`config.mk`:
```
export PLATFORM = sky130hd
export DESIGN_NAME = fpu_in_ctl
export DESIGN_NICKNAME = d
export VERILOG_FILES = /design/src/verilog/fpu_inq_pkg.sv /design/src/verilog/fpu_req_pkg.sv /design/src/verilog/fpu_in_ctl.sv /design/src/verilog/fpu_req_decode.sv /design/src/verilog/inq_issue_fsm.sv /design/src/verilog/inq_ptr_counter.sv /design/src/verilog/inq_tag_queue.sv /design/src/verilog/pipe_clken_ctl.sv
export SDC_FILE = /design/constraint.sdc
export NUM_CORES = 1
export LEC_CHECK = 0
export BUFFER_PORTS_ARGS = -buffer_cell sky130_fd_sc_hd__buf_2
export CORE_MARGIN = 4
export CORE_UTILIZATION = 40
export CTS_BUF_LIST = sky130_fd_sc_hd__clkbuf_4
export CTS_CLUSTER_SIZE = 20
export DETAILED_ROUTE_END_ITERATION = 16
export PLACE_DENSITY = 0.57
export RECOVER_POWER = 100
export SYNTH_ARGS = -nofsm -noshare
export SYNTH_HDL_FRONTEND = slang
export SYNTH_HIERARCHICAL = 1
export SYNTH_SLANG_ARGS = --single-unit
export TNS_END_PERCENT = 30
```
`constraint.sdc`:
```
create_clock -name rclk -period 3.8 [get_ports rclk]
set_input_delay 0.38 -clock rclk [delete_from_list [all_inputs] [get_ports rclk]]
set_output_delay 0.38 -clock rclk [all_outputs]
set_load 0.02 [all_outputs]
```
`src/verilog/fpu_inq_pkg.sv`:
```
////////////////////
// Queue side definitions for the FPU input control
// Pipe tags held in the input queues, issue FSM states and the
// default queue depth used by the top level
////////////////////

package fpu_inq_pkg;

        ////////////////////
        // Queue sizing
        ////////////////////

        // Entries per queue, must be a power of two
        localparam int DEF_QUEUE_DEPTH = 8;

        ////////////////////
        // Pipe tag
        ////////////////////

        // One tag per queued request, names the execution pipe
        typedef enum logic [1:0] {
                PIPE_NONE = 2'd0,               // Not an FPU op
                PIPE_ADD  = 2'd1,
                PIPE_MUL  = 2'd2,
                PIPE_DIV  = 2'd3
        } fpu_pipe_e;

        ////////////////////
        // Issue FSM
        ////////////////////

        typedef enum logic {
                ISSUE_MAIN = 1'b0,              // Add and multiply queue
                ISSUE_DIV  = 1'b1               // Divide queue
        } issue_state_e;

endpackage

```
`src/verilog/fpu_req_pkg.sv`:
```
////////////////////
// Request encodings for the FPU input control
// Packet type and opcode field definitions, imported by the
// request decoder and the top level
////////////////////

package fpu_req_pkg;

        ////////////////////
        // Field widths
        ////////////////////

        localparam int REQ_TYPE_W = 5;          // Packet type field
        localparam int OP_HI_W    = 2;          // Opcode bits 3 and 2

        ////////////////////
        // Packet types
        ////////////////////

        // Only these two types carry FPU work, every other code is ignored
        typedef enum logic [REQ_TYPE_W-1:0] {
                REQ_TYPE_FPOP1 = 5'h0a,         // Add class only, op7 set
                REQ_TYPE_FPOP2 = 5'h0b          // Add, multiply or divide
        } fpu_req_type_e;

        ////////////////////
        // Opcode high bits
        ////////////////////

        // With bit 3 clear the op is add class
        typedef enum logic [OP_HI_W-1:0] {
                OP_HI_MUL = 2'b10,              // Multiply pipe
                OP_HI_DIV = 2'b11               // Divide pipe
        } fpu_op_hi_e;

endpackage

```
`src/verilog/fpu_in_ctl.sv`:
```
////////////////////
// FPU input control, top level
// Decodes incoming requests into add, multiply and divide tags,
// queues them, issues one head at a time to the pipes and drives
// the per pipe clock enables
////////////////////

`timescale 1ns/10ps

module fpu_in_ctl
        import fpu_req_pkg::*;
        import fpu_inq_pkg::*;
#(
        parameter int QUEUE_DEPTH = DEF_QUEUE_DEPTH
) (
        input  logic               rclk,
        input  logic               i_reset,
        input  logic               i_pcx_data_rdy,
        input  logic               i_pcx_vld,
        input  fpu_req_type_e      i_pcx_type,
        input  logic [OP_HI_W-1:0] i_fp_op_hi,
        input  logic               i_fp_op7,
        input  logic               i_a1stg_step,
        input  logic               i_m1stg_step,
        input  logic               i_d1stg_step,
        input  logic               i_add_pipe_active,
        input  logic               i_mul_pipe_active,
        input  logic               i_div_pipe_active,
        output logic               o_inq_add,
        output logic               o_inq_mul,
        output logic               o_inq_div,
        output logic               o_fadd_clken_l,     // Clock off when high
        output logic               o_fmul_clken_l,
        output logic               o_fdiv_clken_l
);

        logic      main_we;
        logic      div_we;
        fpu_pipe_e req_pipe;
        logic      main_pop;
        logic      div_pop;
        logic      main_empty;
        logic      div_empty;
        fpu_pipe_e main_head;

        fpu_req_decode i_req_decode (
                .rclk           (rclk),
                .i_reset        (i_reset),
                .i_pcx_data_rdy (i_pcx_data_rdy),
                .i_pcx_vld      (i_pcx_vld),
                .i_pcx_type     (i_pcx_type),
                .i_fp_op_hi     (i_fp_op_hi),
                .i_fp_op7       (i_fp_op7),
                .o_main_we      (main_we),
                .o_div_we       (div_we),
                .o_req_pipe     (req_pipe)
        );

        inq_tag_queue #(.QUEUE_DEPTH(QUEUE_DEPTH)) i_main_queue (
                .rclk (rclk), .i_reset (i_reset), .i_we (main_we), .i_tag (req_pipe),
                .i_pop (main_pop), .o_head (main_head), .o_empty (main_empty)
        );

        // Divide queue head is always a divide, only its empty flag is used
        inq_tag_queue #(.QUEUE_DEPTH(QUEUE_DEPTH)) i_div_queue (
                .rclk (rclk), .i_reset (i_reset), .i_we (div_we), .i_tag (req_pipe),
                .i_pop (div_pop), .o_head (), .o_empty (div_empty)
        );

        inq_issue_fsm i_issue_fsm (
                .rclk (rclk), .i_reset (i_reset),
                .i_main_empty (main_empty), .i_main_head (main_head),
                .i_div_empty (div_empty),
                .i_a1stg_step (i_a1stg_step), .i_m1stg_step (i_m1stg_step),
                .i_d1stg_step (i_d1stg_step), .o_main_pop (main_pop), .o_div_pop (div_pop),
                .o_inq_add (o_inq_add), .o_inq_mul (o_inq_mul), .o_inq_div (o_inq_div)
        );

        pipe_clken_ctl i_clken_ctl (
                .rclk (rclk), .i_reset (i_reset),
                .i_inq_add (o_inq_add), .i_inq_mul (o_inq_mul), .i_inq_div (o_inq_div),
                .i_add_pipe_active (i_add_pipe_active),
                .i_mul_pipe_active (i_mul_pipe_active),
                .i_div_pipe_active (i_div_pipe_active),
                .o_fadd_clken_l (o_fadd_clken_l), .o_fmul_clken_l (o_fmul_clken_l),
                .o_fdiv_clken_l (o_fdiv_clken_l)
        );

endmodule

```
`src/verilog/fpu_req_decode.sv`:
```
////////////////////
// FPU request capture and pipe decode
// Registers the ready strobe, valid bit and packet type, then
// decodes the target pipe and raises the write of the main or
// divide tag queue for one cycle
////////////////////

`timescale 1ns/10ps

module fpu_req_decode
        import fpu_req_pkg::*;
        import fpu_inq_pkg::*;
(
        input  logic                 rclk,
        input  logic                 i_reset,
        input  logic                 i_pcx_data_rdy,   // Request strobe
        input  logic                 i_pcx_vld,
        input  fpu_req_type_e        i_pcx_type,
        input  logic [OP_HI_W-1:0]   i_fp_op_hi,       // Opcode bits 3:2, one cycle later
        input  logic                 i_fp_op7,         // Opcode bit 7, one cycle later
        output logic                 o_main_we,        // Add or multiply tag
        output logic                 o_div_we,         // Divide tag
        output fpu_pipe_e            o_req_pipe
);

        logic          pcx_rdy_q;
        logic          pcx_vld_q;
        fpu_req_type_e pcx_type_q;
        logic          req_ok;
        fpu_pipe_e     req_pipe;

        always_ff @(posedge rclk) begin
                if (i_reset) begin
                        pcx_rdy_q <= 1'b0;
                end else begin
                        pcx_rdy_q <= i_pcx_data_rdy;
                end
        end

        // Header fields of the request
        always_ff @(posedge rclk) begin
                pcx_vld_q  <= i_pcx_vld;
                pcx_type_q <= i_pcx_type;
        end

        assign req_ok = pcx_rdy_q && pcx_vld_q;

        ////////////////////
        // Pipe select
        ////////////////////

        always_comb begin
                req_pipe = PIPE_NONE;
                if (req_ok && (pcx_type_q == REQ_TYPE_FPOP1) && i_fp_op7) begin
                        req_pipe = PIPE_ADD;
                end else if (req_ok && (pcx_type_q == REQ_TYPE_FPOP2) && !i_fp_op7) begin
                        case (i_fp_op_hi)
                                OP_HI_MUL: req_pipe = PIPE_MUL;
                                OP_HI_DIV: req_pipe = PIPE_DIV;
                                default:   req_pipe = PIPE_ADD;   // Bit 3 clear
                        endcase
                end
        end

        assign o_main_we  = (req_pipe == PIPE_ADD) || (req_pipe == PIPE_MUL);
        assign o_div_we   = (req_pipe == PIPE_DIV);
        assign o_req_pipe = req_pipe;

endmodule

```
`src/verilog/inq_issue_fsm.sv`:
```
////////////////////
// Issue FSM for the FPU input queues
// Presents either the main queue head (add or multiply) or the
// divide queue head to the pipes, and pops it when the pipe steps.
// A presented op stays up until its pipe takes it
////////////////////

`timescale 1ns/10ps

module inq_issue_fsm
        import fpu_inq_pkg::*;
(
        input  logic      rclk,
        input  logic      i_reset,
        input  logic      i_main_empty,
        input  fpu_pipe_e i_main_head,
        input  logic      i_div_empty,
        input  logic      i_a1stg_step,     // Add pipe takes an op
        input  logic      i_m1stg_step,     // Multiply pipe takes an op
        input  logic      i_d1stg_step,     // Divide pipe takes an op
        output logic      o_main_pop,
        output logic      o_div_pop,
        output logic      o_inq_add,
        output logic      o_inq_mul,
        output logic      o_inq_div
);

        issue_state_e state_q;
        issue_state_e state_nxt;
        logic         main_vld;
        logic         main_idle;

        ////////////////////
        // Head presentation
        ////////////////////

        assign main_vld  = (state_q == ISSUE_MAIN) && !i_main_empty;

        assign o_inq_add = main_vld && (i_main_head == PIPE_ADD);
        assign o_inq_mul = main_vld && (i_main_head == PIPE_MUL);
        assign o_inq_div = (state_q == ISSUE_DIV) && !i_div_empty;

        // Pop on the step of the pipe being presented to
        assign o_main_pop = (o_inq_add && i_a1stg_step)
                        || (o_inq_mul && i_m1stg_step);
        assign o_div_pop  = o_inq_div && i_d1stg_step;

        // No main op left waiting, so switching cannot drop a held op
        assign main_idle = !main_vld || o_main_pop;

        ////////////////////
        // State
        ////////////////////

        always_comb begin
                state_nxt = state_q;
                case (state_q)
                        ISSUE_MAIN: begin
                                if (!i_div_empty && i_d1stg_step && main_idle) begin
                                        state_nxt = ISSUE_DIV;
                                end
                        end
                        ISSUE_DIV: begin
                                if (o_div_pop) begin
                                        state_nxt = ISSUE_MAIN;   // One divide per visit
                                end
                        end
                        default: state_nxt = ISSUE_MAIN;
                endcase
        end

        always_ff @(posedge rclk) begin
                if (i_reset) begin
                        state_q <= ISSUE_MAIN;
                end else begin
                        state_q <= state_nxt;
                end
        end

endmodule

```
`src/verilog/inq_ptr_counter.sv`:
```
////////////////////
// Input queue pointer
// Binary pointer with one wrap bit above the entry address,
// cleared on reset and advanced by one on each step
////////////////////

`timescale 1ns/10ps

module inq_ptr_counter
        import fpu_inq_pkg::*;
#(
        parameter int QUEUE_DEPTH = DEF_QUEUE_DEPTH,
        localparam int PTR_W      = $clog2(QUEUE_DEPTH) + 1
) (
        input  logic             rclk,
        input  logic             i_reset,
        input  logic             i_step,          // Advance by one entry
        output logic [PTR_W-1:0] o_ptr            // Wrap bit on top
);

        logic [PTR_W-1:0] ptr_q;

        // Power of two depth, so plain overflow gives the wrap
        always_ff @(posedge rclk) begin
                if (i_reset) begin
                        ptr_q <= '0;
                end else if (i_step) begin
                        ptr_q <= ptr_q + 1'b1;
                end
        end

        assign o_ptr = ptr_q;

endmodule

```
`src/verilog/inq_tag_queue.sv`:
```
////////////////////
// Input queue of pipe tags
// Small register FIFO written in arrival order and popped by the
// issue FSM. An entry shows at the head one cycle after its write
////////////////////

`timescale 1ns/10ps

module inq_tag_queue
        import fpu_inq_pkg::*;
#(
        parameter int QUEUE_DEPTH = DEF_QUEUE_DEPTH
) (
        input  logic      rclk,
        input  logic      i_reset,
        input  logic      i_we,
        input  fpu_pipe_e i_tag,
        input  logic      i_pop,        // Only raised while non-empty
        output fpu_pipe_e o_head,
        output logic      o_empty
);

        localparam int ADDR_W = $clog2(QUEUE_DEPTH);
        localparam int PTR_W  = ADDR_W + 1;

        fpu_pipe_e        tag_mem [QUEUE_DEPTH];
        logic [PTR_W-1:0] wr_ptr;
        logic [PTR_W-1:0] rd_ptr;
        logic [PTR_W-1:0] wr_ptr_vis;           // Write pointer seen by the reader

        ////////////////////
        // Pointers
        ////////////////////

        inq_ptr_counter #(
                .QUEUE_DEPTH (QUEUE_DEPTH)
        ) i_wr_ptr (
                .rclk    (rclk),
                .i_reset (i_reset),
                .i_step  (i_we),
                .o_ptr   (wr_ptr)
        );

        inq_ptr_counter #(
                .QUEUE_DEPTH (QUEUE_DEPTH)
        ) i_rd_ptr (
                .rclk    (rclk),
                .i_reset (i_reset),
                .i_step  (i_pop),
                .o_ptr   (rd_ptr)
        );

        // One cycle behind the write pointer
        always_ff @(posedge rclk) begin
                if (i_reset) begin
                        wr_ptr_vis <= '0;
                end else begin
                        wr_ptr_vis <= wr_ptr;
                end
        end

        ////////////////////
        // Tag storage
        ////////////////////

        always_ff @(posedge rclk) begin
                if (i_we) begin
                        tag_mem[wr_ptr[ADDR_W-1:0]] <= i_tag;
                end
        end

        assign o_head  = tag_mem[rd_ptr[ADDR_W-1:0]];
        assign o_empty = (wr_ptr_vis == rd_ptr);  // Wrap bit included

endmodule

```
`src/verilog/pipe_clken_ctl.sv`:
```
////////////////////
// Per pipe clock enables, active low
// A pipe clock runs while the pipe is busy, while it is issued
// to and for one cycle after, and always during reset
////////////////////

`timescale 1ns/10ps

module pipe_clken_ctl (
        input  logic rclk,
        input  logic i_reset,
        input  logic i_inq_add,
        input  logic i_inq_mul,
        input  logic i_inq_div,
        input  logic i_add_pipe_active,
        input  logic i_mul_pipe_active,
        input  logic i_div_pipe_active,
        output logic o_fadd_clken_l,
        output logic o_fmul_clken_l,
        output logic o_fdiv_clken_l
);

        logic [2:0] issue_dly;                  // {div, mul, add} last cycle

        always_ff @(posedge rclk) begin
                if (i_reset) begin
                        issue_dly <= 3'b000;
                end else begin
                        issue_dly <= {i_inq_div, i_inq_mul, i_inq_add};
                end
        end

        assign o_fadd_clken_l = !(i_add_pipe_active || i_inq_add
                                  || issue_dly[0] || i_reset);
        assign o_fmul_clken_l = !(i_mul_pipe_active || i_inq_mul
                                  || issue_dly[1] || i_reset);
        assign o_fdiv_clken_l = !(i_div_pipe_active || i_inq_div
                                  || issue_dly[2] || i_reset);

endmodule
```
==> load_flow_metrics.sql, run 1 <==
INSERT INTO impl_metrics (metric_group, metric, value, unit) VALUES
('outcome', 'status', 'finished clean', ''),
('routing', 'drc', '0', ''),
('synthesis', 'synthesis.area', '2140', 'sq um'),
('timing', 'holdWs', '0.108', 'ns'),
('power_and_ir_drop', 'part_of_the_total_power_dissipated_in_the_clock_network', '0.337', ''),
('clock_network', 'cts-resized-gates', '0', ''),
('power_and_ir_drop', 'internal_power_of_the_cells', '708', 'uW'),
('routing', 'routed_wire_length_per_instance', '12.9', 'um'),
('final_layout', 'final_layout_size_suffix_gt1_frac', '0.179', ''),
('place', 'gp_routability_congestion', '0.737', ''),
('timing', 'finalWorstPathRequiredPeriod', '3.16', 'ns'),
('global_routing', 'grt_pass1_vias', '1388', ''),
('synthesis', 'post_synth_inst_count', '167', ''),
('timing', 'max_slew_violation_total_from_the_final_report', '0', ''),
('timing', 'least_margin_pin_slew', '1.42', 'ns'),
('routing', 'drt.antenna.violating_nets', '0', ''),
('die', 'die-height', '81.1', 'um'),
('setup_path', 'setup.worst_path.end_class', 'output port', ''),
('setup_path', 'worstSetupPathType', 'flop to output port', ''),
('clock_network', 'cts_inserted_buffers', '5', ''),
('setup_path', 'timing.critical_path.from_type', 'flop', ''),
('clock_network', 'clk_pin_slew', '0.14', 'ns'),
('global_routing', 'grt.total_usage', '0.121', ''),
('run', 'timing.max_cap.violations', '0', ''),
('setup_path', 'setup.worst_path.start', 'i_main_queue/i_rd_ptr/o_ptr[0]$_SDFFE_PP0P_', ''),
('clock_network', 'post-cts-setup-buffer-count', '0', ''),
('setup_path', 'critical_path.max_fanout', '8', ''),
('routing', 'firstDrtPassIters', '4', ''),
('setup_path', 'worstReg2RegStart', 'i_main_queue/i_rd_ptr/o_ptr[0]$_SDFFE_PP0P_', ''),
('synthesis', 'syn_nets', '190', ''),
('setup_path', 'path_buf_inv', '1', ''),
('setup_path', 'crit_chain', 'mux4_1 > mux2_1 > nor4b_1 > nor4_1 > clkbuf_1', ''),
('routing', 'detail_route.vias_per_cell', '4.86', ''),
('power_and_ir_drop', 'peak_vdd_ir', '0.221', 'mV'),
('setup_path', 'arrival', '2.78', 'ns'),
('die', 'boundaryPins', '24', ''),
('power_and_ir_drop', 'pwr-share-seq', '0.636', ''),
('clock_network', 'clk_latency', '0.36', 'ns'),
('timing', 'fmax', '317', 'MHz'),
('final_layout', 'final_core_util', '0.457', ''),
('clock_network', 'number_of_h_tree_levels', '2', ''),
('timing', 'setup_viol', '0', ''),
('place', 'portBuffers', '23', ''),
('setup_path', 'worst-endpoint-required', '3.42', 'ns'),
('global_routing', 'global_route_wire_length_before_repair', '6050', 'um'),
('synthesis', 'synth.yosys.warnings', '6', ''),
('die', 'fp-row-count', '26', ''),
('routing', 'dr_iter_0_viols', '59', ''),
('die', 'core_region_area', '5140', 'sq um'),
('power_and_ir_drop', 'netSwitchingPower', '178', 'uW'),
('final_layout', 'num-nets-final', '218', ''),
('clock_network', 'clock_sinks', '51', ''),
('die', 'start_util', '0.416', ''),
('global_routing', 'globalRoute.totalOverflow', '0', ''),
('power_and_ir_drop', 'power-per-cell-area', '377', 'nW/um^2'),
('final_layout', 'antennaDiodeCount', '0', ''),
('die', 'die_w', '81.1', 'um'),
('power_and_ir_drop', 'p_comb_frac', '0.027', ''),
('place', 'hpwl_detailed', '2490', 'um'),
('clock_network', 'tritoncts', 'built', ''),
('die', 'die_area', '6570', 'sq um'),
('setup_path', 'worst_r2r_path_depth', '6', ''),
('clock_network', 'cts-root-buf', 'clkbuf_4', ''),
('global_routing', 'largest_net_degree_at_the_start_of_global_routing', '37', ''),
('timing', 'finClkSkew', '0.00884', 'ns'),
('hold_path', 'hold_start', 'i_pcx_type[0]', ''),
('hold_path', 'worstHoldPathCells', '1', ''),
('setup_path', 'cpMaxStageDelayCell', 'mux4_1', ''),
('setup_path', 'worst-path-stages', '5', ''),
('clock_network', 'ctsLongestPathBuffers', '2', ''),
('global_routing', 'initial_antenna_violation_count', '0', '');
## final cells by class
| class | instances | area [sq um] | area share |
|---|---|---|---|
| Clock buffer | 5 | 37.5 | 0.0160 |
| Tap cell | 70 | 87.6 | 0.0373 |
| Multi-Input combinational cell | 113 | 893 | 0.380 |
| Clock inverter | 3 | 38.8 | 0.0165 |
| Timing Repair Buffer | 23 | 106 | 0.0453 |
| Inverter | 1 | 3.75 | 0.00160 |
| Sequential cell | 51 | 1180 | 0.503 |
## registers in the layout, summed over array words and instances, names as in the netlist
register / flops
i_clken_ctl/issue_dly: 3
i_div_queue/i_rd_ptr/o_ptr: 4
i_div_queue/i_wr_ptr/o_ptr: 4
i_div_queue/wr_ptr_vis: 4
i_issue_fsm/state_q: 1
i_main_queue/i_rd_ptr/o_ptr: 4
i_main_queue/i_wr_ptr/o_ptr: 4
i_main_queue/tag_mem: 16
i_main_queue/wr_ptr_vis: 4
i_req_decode/pcx_rdy_q: 1
i_req_decode/pcx_type_q: 5
i_req_decode/pcx_vld_q: 1
## stage by stage
stage	power, uW	cell area (sq um)	setup slack, ns	cells
after global routing	924	2350	0.414	266
final	886	2350	0.644	266
after floorplan	584	2140	0.912	167
after detailed placement	601	2320	0.856	258
after CTS	902	2390	0.739	266
after global placement	599	2320	0.974	258
## layout by cell type, fill, tap and decap left out, types with 2 or more instances in the layout
| cell | instances |
|---|---|
| mux2_1 | 5 |
| mux4_1 | 4 |
| nor4b_1 | 2 |
| nand4_2 | 3 |
| clkbuf_4 | 5 |
| and2b_2 | 3 |
| nand3b_1 | 7 |
| xnor2_1 | 5 |
| xor2_1 | 8 |
| nor2b_1 | 13 |
| mux2i_1 | 4 |
| edfxtp_1 | 16 |
| a21oi_1 | 7 |
| a21bo_2 | 4 |
| nor4_1 | 5 |
| nand2_1 | 3 |
| nor3_1 | 3 |
| clkbuf_1 | 7 |
| ha_1 | 5 |
| buf_2 | 16 |
| dfxtp_1 | 35 |
| nor2_1 | 20 |
| nand2b_1 | 6 |
## worst reg2reg max path, delay by kind of cell (launching register included)
kind            cells  cell delay, ns
simple gates        2            0.33
compound gates      1            0.70
mux                 3            1.29
flops               1            0.57
## per-layer routing
| metal | routed length [um] | track usage | vias up |
|---|---|---|---|
| met5 | 0 | 0 | - |
| met4 | 77 | 0.0507 | 0 |
| met3 | 146 | 0.0310 | 8 |
| met2 | 1670 | 0.208 | 22 |
| met1 | 1550 | 0.142 | 606 |
| li1 | - | - | 657 |
## path summary, 6_finish.rpt
path                                                      end  slack [ns]
setup reg to reg  i_main_queue/i_rd_ptr/o_ptr[3]$_SDFFE_PP0P_        0.81
setup / recovery                               o_fmul_clken_l        0.64
hold / removal             i_req_decode/pcx_type_q[0]$_DFF_P_        0.11
hold reg to reg         i_main_queue/wr_ptr_vis[3]$_SDFF_PP0_        0.50
## power groups by stage
stage | logic, uW | registers (uW) | clock network [uW]
floorplan | 8.50 | 575 | 0
global placement | 24.0 | 575 | 0
detailed placement | 25.3 | 576 | 0
CTS | 25.4 | 564 | 313
global route | 26.5 | 564 | 333
finish | 23.7 | 563 | 299
Note: power is estimated with default switching activity, not from simulation.
==> run 2: changes to the inputs <==
Clock period 3.8 ns to 3.1 ns, I/O delays scaled along.
==> load_flow_metrics.sql, run 2 (same netlist as run 1, synthesis figures left out) <==
INSERT INTO impl_metrics (metric_group, metric, value, unit) VALUES
('timing', 'worst_slew_margin_rel', '0.00609', ''),
('clock_network', 'cts-root-buf', 'clkbuf_4', ''),
('timing', 'finalWorstPathRequiredPeriod', '2.88', 'ns'),
('clock_network', 'cts_inserted_buffers', '5', ''),
('run', 'timing.max_cap.violations', '1', ''),
('final_layout', 'area_taken_by_flip_flops_and_latches', '1180', 'sq um'),
('global_routing', 'initial_antenna_violation_count', '0', ''),
('final_layout', 'stdcell_area', '2370', 'sq um'),
('die', 'boundaryPins', '24', ''),
('global_routing', 'globalRoute.totalOverflow', '0', ''),
('routing', 'routed_wire_length_per_instance', '13.1', 'um'),
('die', 'start_util', '0.416', ''),
('power_and_ir_drop', 'power-per-cell-area', '461', 'nW/um^2'),
('clock_network', 'clock_sinks', '51', ''),
('final_layout', 'largest_register_ffs', '16', ''),
('timing', 'post-route-period-util', '0.929', ''),
('global_routing', 'grt_pass1_vias', '1387', ''),
('die', 'die-height', '81.1', 'um'),
('final_layout', 'antennaDiodeCount', '0', ''),
('timing', 'finClkSkew', '0.00978', 'ns'),
('timing', 'least_margin_pin_slew', '1.49', 'ns'),
('setup_path', 'ff2ff_setup_slack', '0.35', 'ns'),
('place', 'post-place-cells', '259', ''),
('routing', 'drt-total-wl', '3510', 'um'),
('final_layout', 'mostFrequentLayoutCells', 'dfxtp_1, nor2_1, buf_2, edfxtp_1, nor2b_1', ''),
('power_and_ir_drop', 'peak_vdd_ir', '0.235', 'mV'),
('hold_path', 'hold_start', 'i_pcx_type[2]', ''),
('setup_path', 'regToRegEndpoint', 'i_main_queue/i_rd_ptr/o_ptr[1]$_SDFFE_PP0P_', ''),
('setup_path', 'setup.worst_path.end_class', 'output port', ''),
('setup_path', 'critical_path.max_fanout', '8', ''),
('routing', 'drc', '0', ''),
('timing', 'max_slew_violation_total_from_the_final_report', '0', ''),
('power_and_ir_drop', 'power_total', '1090', 'uW'),
('setup_path', 'worstReg2RegStart', 'i_main_queue/i_rd_ptr/o_ptr[0]$_SDFFE_PP0P_', ''),
('timing', 'rsz_0062_raised_after_global_routing', 'no', ''),
('hold_path', 'worstHoldPathCells', '1', ''),
('setup_path', 'worstSetupPathType', 'flop to output port', ''),
('final_layout', 'final_layout_size_suffix_gt1_frac', '0.213', ''),
('timing', 'tns', '0', 'ns'),
('clock_network', 'clk_pin_slew', '0.15', 'ns'),
('final_layout', 'multi_input_comb_area', '903', 'sq um'),
('clock_network', 'clk_latency', '0.36', 'ns'),
('hold_path', 'worstHoldPathType', 'input port to flop', ''),
('place', 'gp_routability_congestion', '0.686', ''),
('die', 'fp-row-count', '26', ''),
('routing', 'detailroute.via_count', '1293', ''),
('clock_network', 'ctsLongestPathBuffers', '2', ''),
('outcome', 'failed_checks', 'capacitance limit', ''),
('timing', 'timing_hold_violations_final', '0', ''),
('die', 'core_region_area', '5140', 'sq um'),
('final_layout', 'num-nets-final', '219', ''),
('clock_network', 'tritoncts', 'built', ''),
('outcome', 'status', 'finished, violations left', ''),
('final_layout', 'nFillCells', '497', ''),
('timing', 'setup_viol', '0', ''),
('setup_path', 'worst_r2r_path_depth', '7', ''),
('setup_path', 'arrival', '2.57', 'ns'),
('final_layout', 'flow.area_growth_from_synthesis', '11.0', '%'),
('place', 'portBuffers', '23', ''),
('routing', 'drt.antenna.violating_nets', '0', ''),
('global_routing', 'largest_net_degree_at_the_start_of_global_routing', '37', ''),
('clock_network', 'number_of_h_tree_levels', '2', ''),
('setup_path', 'timing.critical_path.from_type', 'flop', ''),
('routing', 'firstDrtPassIters', '4', ''),
('timing', 'fmax', '347', 'MHz'),
('power_and_ir_drop', 'power_leakage', '0.000945', 'uW'),
('global_routing', 'grt.total_usage', '0.124', ''),
('routing', 'dr_iter_0_viols', '46', ''),
('place', 'hpwl_detailed', '2580', 'um'),
('setup_path', 'worst-endpoint-required', '2.79', 'ns'),
('routing', 'detail_route.vias_per_cell', '4.84', ''),
('place', 'placed_area', '2320', 'sq um'),
('die', 'die_area', '6570', 'sq um'),
('global_routing', 'global_route_wire_length_before_repair', '6260', 'um'),
('die', 'die_w', '81.1', 'um'),
('hold_path', 'holdPathEnd', 'i_req_decode/pcx_type_q[2]$_DFF_P_', ''),
('final_layout', 'post_layout_nonfiller_instances', '267', ''),
('final_layout', 'layout.cells.most_common', 'dfxtp_1', '');
-- run 2: cell count changes in the layout (fill, tap and decap cells not counted), sizes merged --
| cell | previous run | this run |
|---|---|---|
| buf | 16 | 17 |
-- run 2: worst max-delay path by stage --
stage	slack (ns)	start	to
after global routing	0.02	i_main_queue/i_rd_ptr/o_ptr[0]$_SDFFE_PP0P_	o_fmul_clken_l
after detailed placement	0.49	i_main_queue/i_rd_ptr/o_ptr[0]$_SDFFE_PP0P_	o_fadd_clken_l
final	0.22	i_main_queue/i_rd_ptr/o_ptr[0]$_SDFFE_PP0P_	o_fadd_clken_l
after floorplan	0.28	i_main_queue/i_rd_ptr/o_ptr[0]$_SDFFE_PP0P_	o_fadd_clken_l
after global placement	0.56	i_main_queue/i_rd_ptr/o_ptr[0]$_SDFFE_PP0P_	i_main_queue/i_rd_ptr/o_ptr[3]$_SDFFE_PP0P_
after CTS	0.06	i_main_queue/i_rd_ptr/o_ptr[0]$_SDFFE_PP0P_	o_fadd_clken_l
-- run 2: per-stage QoR --
step | utilization | setup WS, ns | hold WS [ns]
finish | 0.461 | 0.221 | 0.0381
global route | 0.461 | 0.0195 | 0.00278
CTS | 0.468 | 0.0601 | 0.0131
global placement | 0.452 | 0.563 | 0.413
detailed placement | 0.452 | 0.488 | 0.414
floorplan | - | 0.282 | 0.338
-- run 2: critical path: stages, from the launching register on --
cell and delay (ns):
dfxtp_1 0.60, mux4_1 0.61, mux2_2 0.32, nor4b_2 0.19
nor4_1 0.29, clkbuf_2 0.22
-- run 2: what timing repair did --
action | in CTS | in global routing
hold buffers | 0 | 0
endpoints found under the setup margin | 0 | 4
setup buffers | 0 | 0
resized for setup | 0 | 2
-- run 2: power breakdown --
part	internal [uW]	switching (uW)	total, uW	leakage [uW]
Sequential	689	1.58	691	0.000442
Combinational	13.2	16.3	29.5	0.000458
Clock	170	203	373	0.0000452
Total	872	221	1090	0.000945
-- run 2: final cells by class --
cell class	instances	share of cell area
Multi-Input combinational cell	113	0.381
Tap cell	70	0.0370
Clock buffer	5	0.0158
Timing Repair Buffer	24	0.0475
Clock inverter	3	0.0185
Sequential cell	51	0.498
Inverter	1	0.00158
-- run 2: routing by layer --
metal  global-route usage  part of all wire  wire (um)  vias up
met3               0.0310             0.036        128        2
met1                0.147              0.44       1550      607
li1                     -                 -          -      662
met5                    0                 0          0        -
met4               0.0456            0.0071         25        0
met2                0.215              0.51       1800       22
==> run 3: changes to the inputs <==
Clock period 3.1 ns to 2.7 ns, I/O delays scaled along.
==> load_flow_metrics.sql, run 3 (same netlist as run 1, synthesis figures left out) <==
INSERT INTO impl_metrics (metric_group, metric, value, unit) VALUES
('die', 'die_w', '81.1', 'um'),
('setup_path', 'critPathMaxStageDelay', '0.57', 'ns'),
('clock_network', 'number_of_h_tree_levels', '2', ''),
('final_layout', 'flow.area_growth_from_synthesis', '15.0', '%'),
('die', 'core_region_area', '5140', 'sq um'),
('routing', 'drc', '0', ''),
('clock_network', 'cts_inserted_buffers', '5', ''),
('timing', 'finalWorstPathRequiredPeriod', '2.61', 'ns'),
('routing', 'drt.antenna.violating_nets', '0', ''),
('timing', 'setup_viol', '0', ''),
('clock_network', 'ctsLongestPathBuffers', '2', ''),
('power_and_ir_drop', 'power_total', '1250', 'uW'),
('die', 'fp-row-count', '26', ''),
('final_layout', 'layout.cells.most_common', 'dfxtp_1', ''),
('setup_path', 'critical_path.max_fanout', '5', ''),
('routing', 'dr_iter_0_viols', '72', ''),
('final_layout', 'num-nets-final', '228', ''),
('timing', 'finClkSkew', '0.0155', 'ns'),
('place', 'post-place-cells', '262', ''),
('final_layout', 'antennaDiodeCount', '0', ''),
('setup_path', 'worstSetupPathType', 'flop to output port', ''),
('run', 'timing.max_cap.violations', '0', ''),
('power_and_ir_drop', 'power-per-cell-area', '511', 'nW/um^2'),
('timing', 'tns', '0', 'ns'),
('setup_path', 'timing.critical_path.from_type', 'flop', ''),
('routing', 'detailroute.via_count', '1344', ''),
('place', 'dpl_worst_slack', '0.161', 'ns'),
('place', 'hpwl_detailed', '2840', 'um'),
('power_and_ir_drop', 'power_leakage', '0.00100', 'uW'),
('timing', 'rsz_0062_raised_after_global_routing', 'no', ''),
('final_layout', 'final_core_util', '0.478', ''),
('timing', 'layout_setup_ws', '0.0893', 'ns'),
('global_routing', 'grt.total_usage', '0.128', ''),
('routing', 'routed_wire_length_per_instance', '13.8', 'um'),
('global_routing', 'globalRoute.totalOverflow', '0', ''),
('clock_network', 'clk_pin_slew', '0.14', 'ns'),
('clock_network', 'clock_sinks', '51', ''),
('clock_network', 'cts-root-buf', 'clkbuf_4', ''),
('power_and_ir_drop', 'peak_vdd_ir', '0.353', 'mV'),
('timing', 'worst_slew_margin_rel', '0.586', ''),
('final_layout', 'final_layout_size_suffix_gt1_frac', '0.228', ''),
('timing', 'fmax', '383', 'MHz'),
('routing', 'firstDrtPassIters', '4', ''),
('timing', 'max_slew_violation_total_from_the_final_report', '0', ''),
('setup_path', 'worst-endpoint-required', '2.43', 'ns'),
('routing', 'detail_route.vias_per_cell', '4.87', ''),
('global_routing', 'grt_pass1_vias', '1385', ''),
('global_routing', 'largest_net_degree_at_the_start_of_global_routing', '37', ''),
('routing', 'drt-total-wl', '3810', 'um'),
('timing', 'timing_hold_violations_final', '0', ''),
('place', 'gp_routability_congestion', '0.711', ''),
('final_layout', 'post_layout_nonfiller_instances', '276', ''),
('die', 'boundaryPins', '24', ''),
('hold_path', 'worstHoldPathType', 'input port to flop', ''),
('place', 'portBuffers', '23', ''),
('timing', 'least_margin_pin_slew', '0.621', 'ns'),
('outcome', 'status', 'finished clean', ''),
('die', 'start_util', '0.416', ''),
('die', 'die_area', '6570', 'sq um'),
('clock_network', 'tritoncts', 'built', ''),
('setup_path', 'arrival', '2.34', 'ns'),
('setup_path', 'crit_chain', 'mux4_1 > mux2_2 > nor4b_2 > nor4_1 > buf_2', ''),
('final_layout', 'nFillCells', '505', ''),
('setup_path', 'cpMaxStageDelayCell', 'mux4_1', ''),
('die', 'die-height', '81.1', 'um'),
('global_routing', 'global_route_wire_length_before_repair', '6370', 'um'),
('global_routing', 'initial_antenna_violation_count', '0', ''),
('timing', 'post-route-period-util', '0.967', ''),
('final_layout', 'largest_register_ffs', '16', ''),
('setup_path', 'setup.worst_path.end_class', 'output port', ''),
('clock_network', 'clk_latency', '0.36', 'ns'),
('final_layout', 'mostFrequentLayoutCells', 'dfxtp_1, nor2_1, buf_2, edfxtp_1, nor2b_1', '');
[run 3: cell count changes in the layout (fill, tap and decap cells not counted), sizes merged]
cell	previous run	this run
buf	17	21
dlygate4sd3	0	6
clkbuf	12	11
[run 3: through the flow]
| stage | hold WS [ns] | instance area, sq um |
|---|---|---|
| after floorplan | 0.298 | 2140 |
| after global placement | 0.372 | 2350 |
| after detailed placement | 0.374 | 2350 |
| after CTS | 0.108 | 2500 |
| after global routing | 0.114 | 2460 |
| final | 0.122 | 2460 |
[run 3: final timing paths]
check                                                    from  slack, ns  depth (start not counted)                                     endpoint
setup / recovery  i_main_queue/i_rd_ptr/o_ptr[0]$_SDFFE_PP0P_       0.09                          5                               o_fadd_clken_l
hold / removal                                 i_pcx_data_rdy       0.12                          2            i_req_decode/pcx_rdy_q$_SDFF_PP0_
setup reg to reg  i_main_queue/i_rd_ptr/o_ptr[0]$_SDFFE_PP0P_       0.14                          7  i_main_queue/i_rd_ptr/o_ptr[1]$_SDFFE_PP0P_
hold reg to reg   i_main_queue/i_wr_ptr/o_ptr[3]$_SDFFE_PP0P_       0.47                          1        i_main_queue/wr_ptr_vis[3]$_SDFF_PP0_
[run 3: cell type report]
class / count / area, sq um / area share
multi-input combinational: 113 / 912 / 0.371
clock buffer: 5 / 37.5 / 0.0153
inverter: 1 / 3.75 / 0.00153
sequential: 51 / 1180 / 0.481
clock inverter: 3 / 38.8 / 0.0158
timing repair buffer: 33 / 194 / 0.0790
tap: 70 / 87.6 / 0.0357
[run 3: timing repair]
| item | 4_1_cts | 5_1_grt |
|---|---|---|
| setup buffers | 0 | 0 |
| resized for setup | 2 | 0 |
| endpoints found under the hold margin | 6 | 0 |
| endpoints found under the setup margin | 3 | 0 |
| hold buffers | 6 | 0 |
[run 3: where the power goes]
part,internal [uW],switching [uW],total [uW],leakage (uW)
Combinational,20.9,20.2,41.1,0.000518
Sequential,791,1.79,793,0.000442
Clock,191,229,420,0.0000426
Total,1000,252,1250,0.00100
[run 3: critical path: cells and delay by family, from the launching register on]
kind	cells	cell delay [ns]
buffers and inverters	1	0.21
DFF	1	0.42
muxes	2	0.89
and+or+nand+nor	2	0.47
[run 3: metal layers]
metal | track usage | vias up | share of wire
met5 | 0 | - | 0
met4 | 0.0422 | 0 | 0.019
met3 | 0.0388 | 7 | 0.041
met2 | 0.229 | 23 | 0.53
met1 | 0.144 | 636 | 0.41
li1 | - | 678 | -
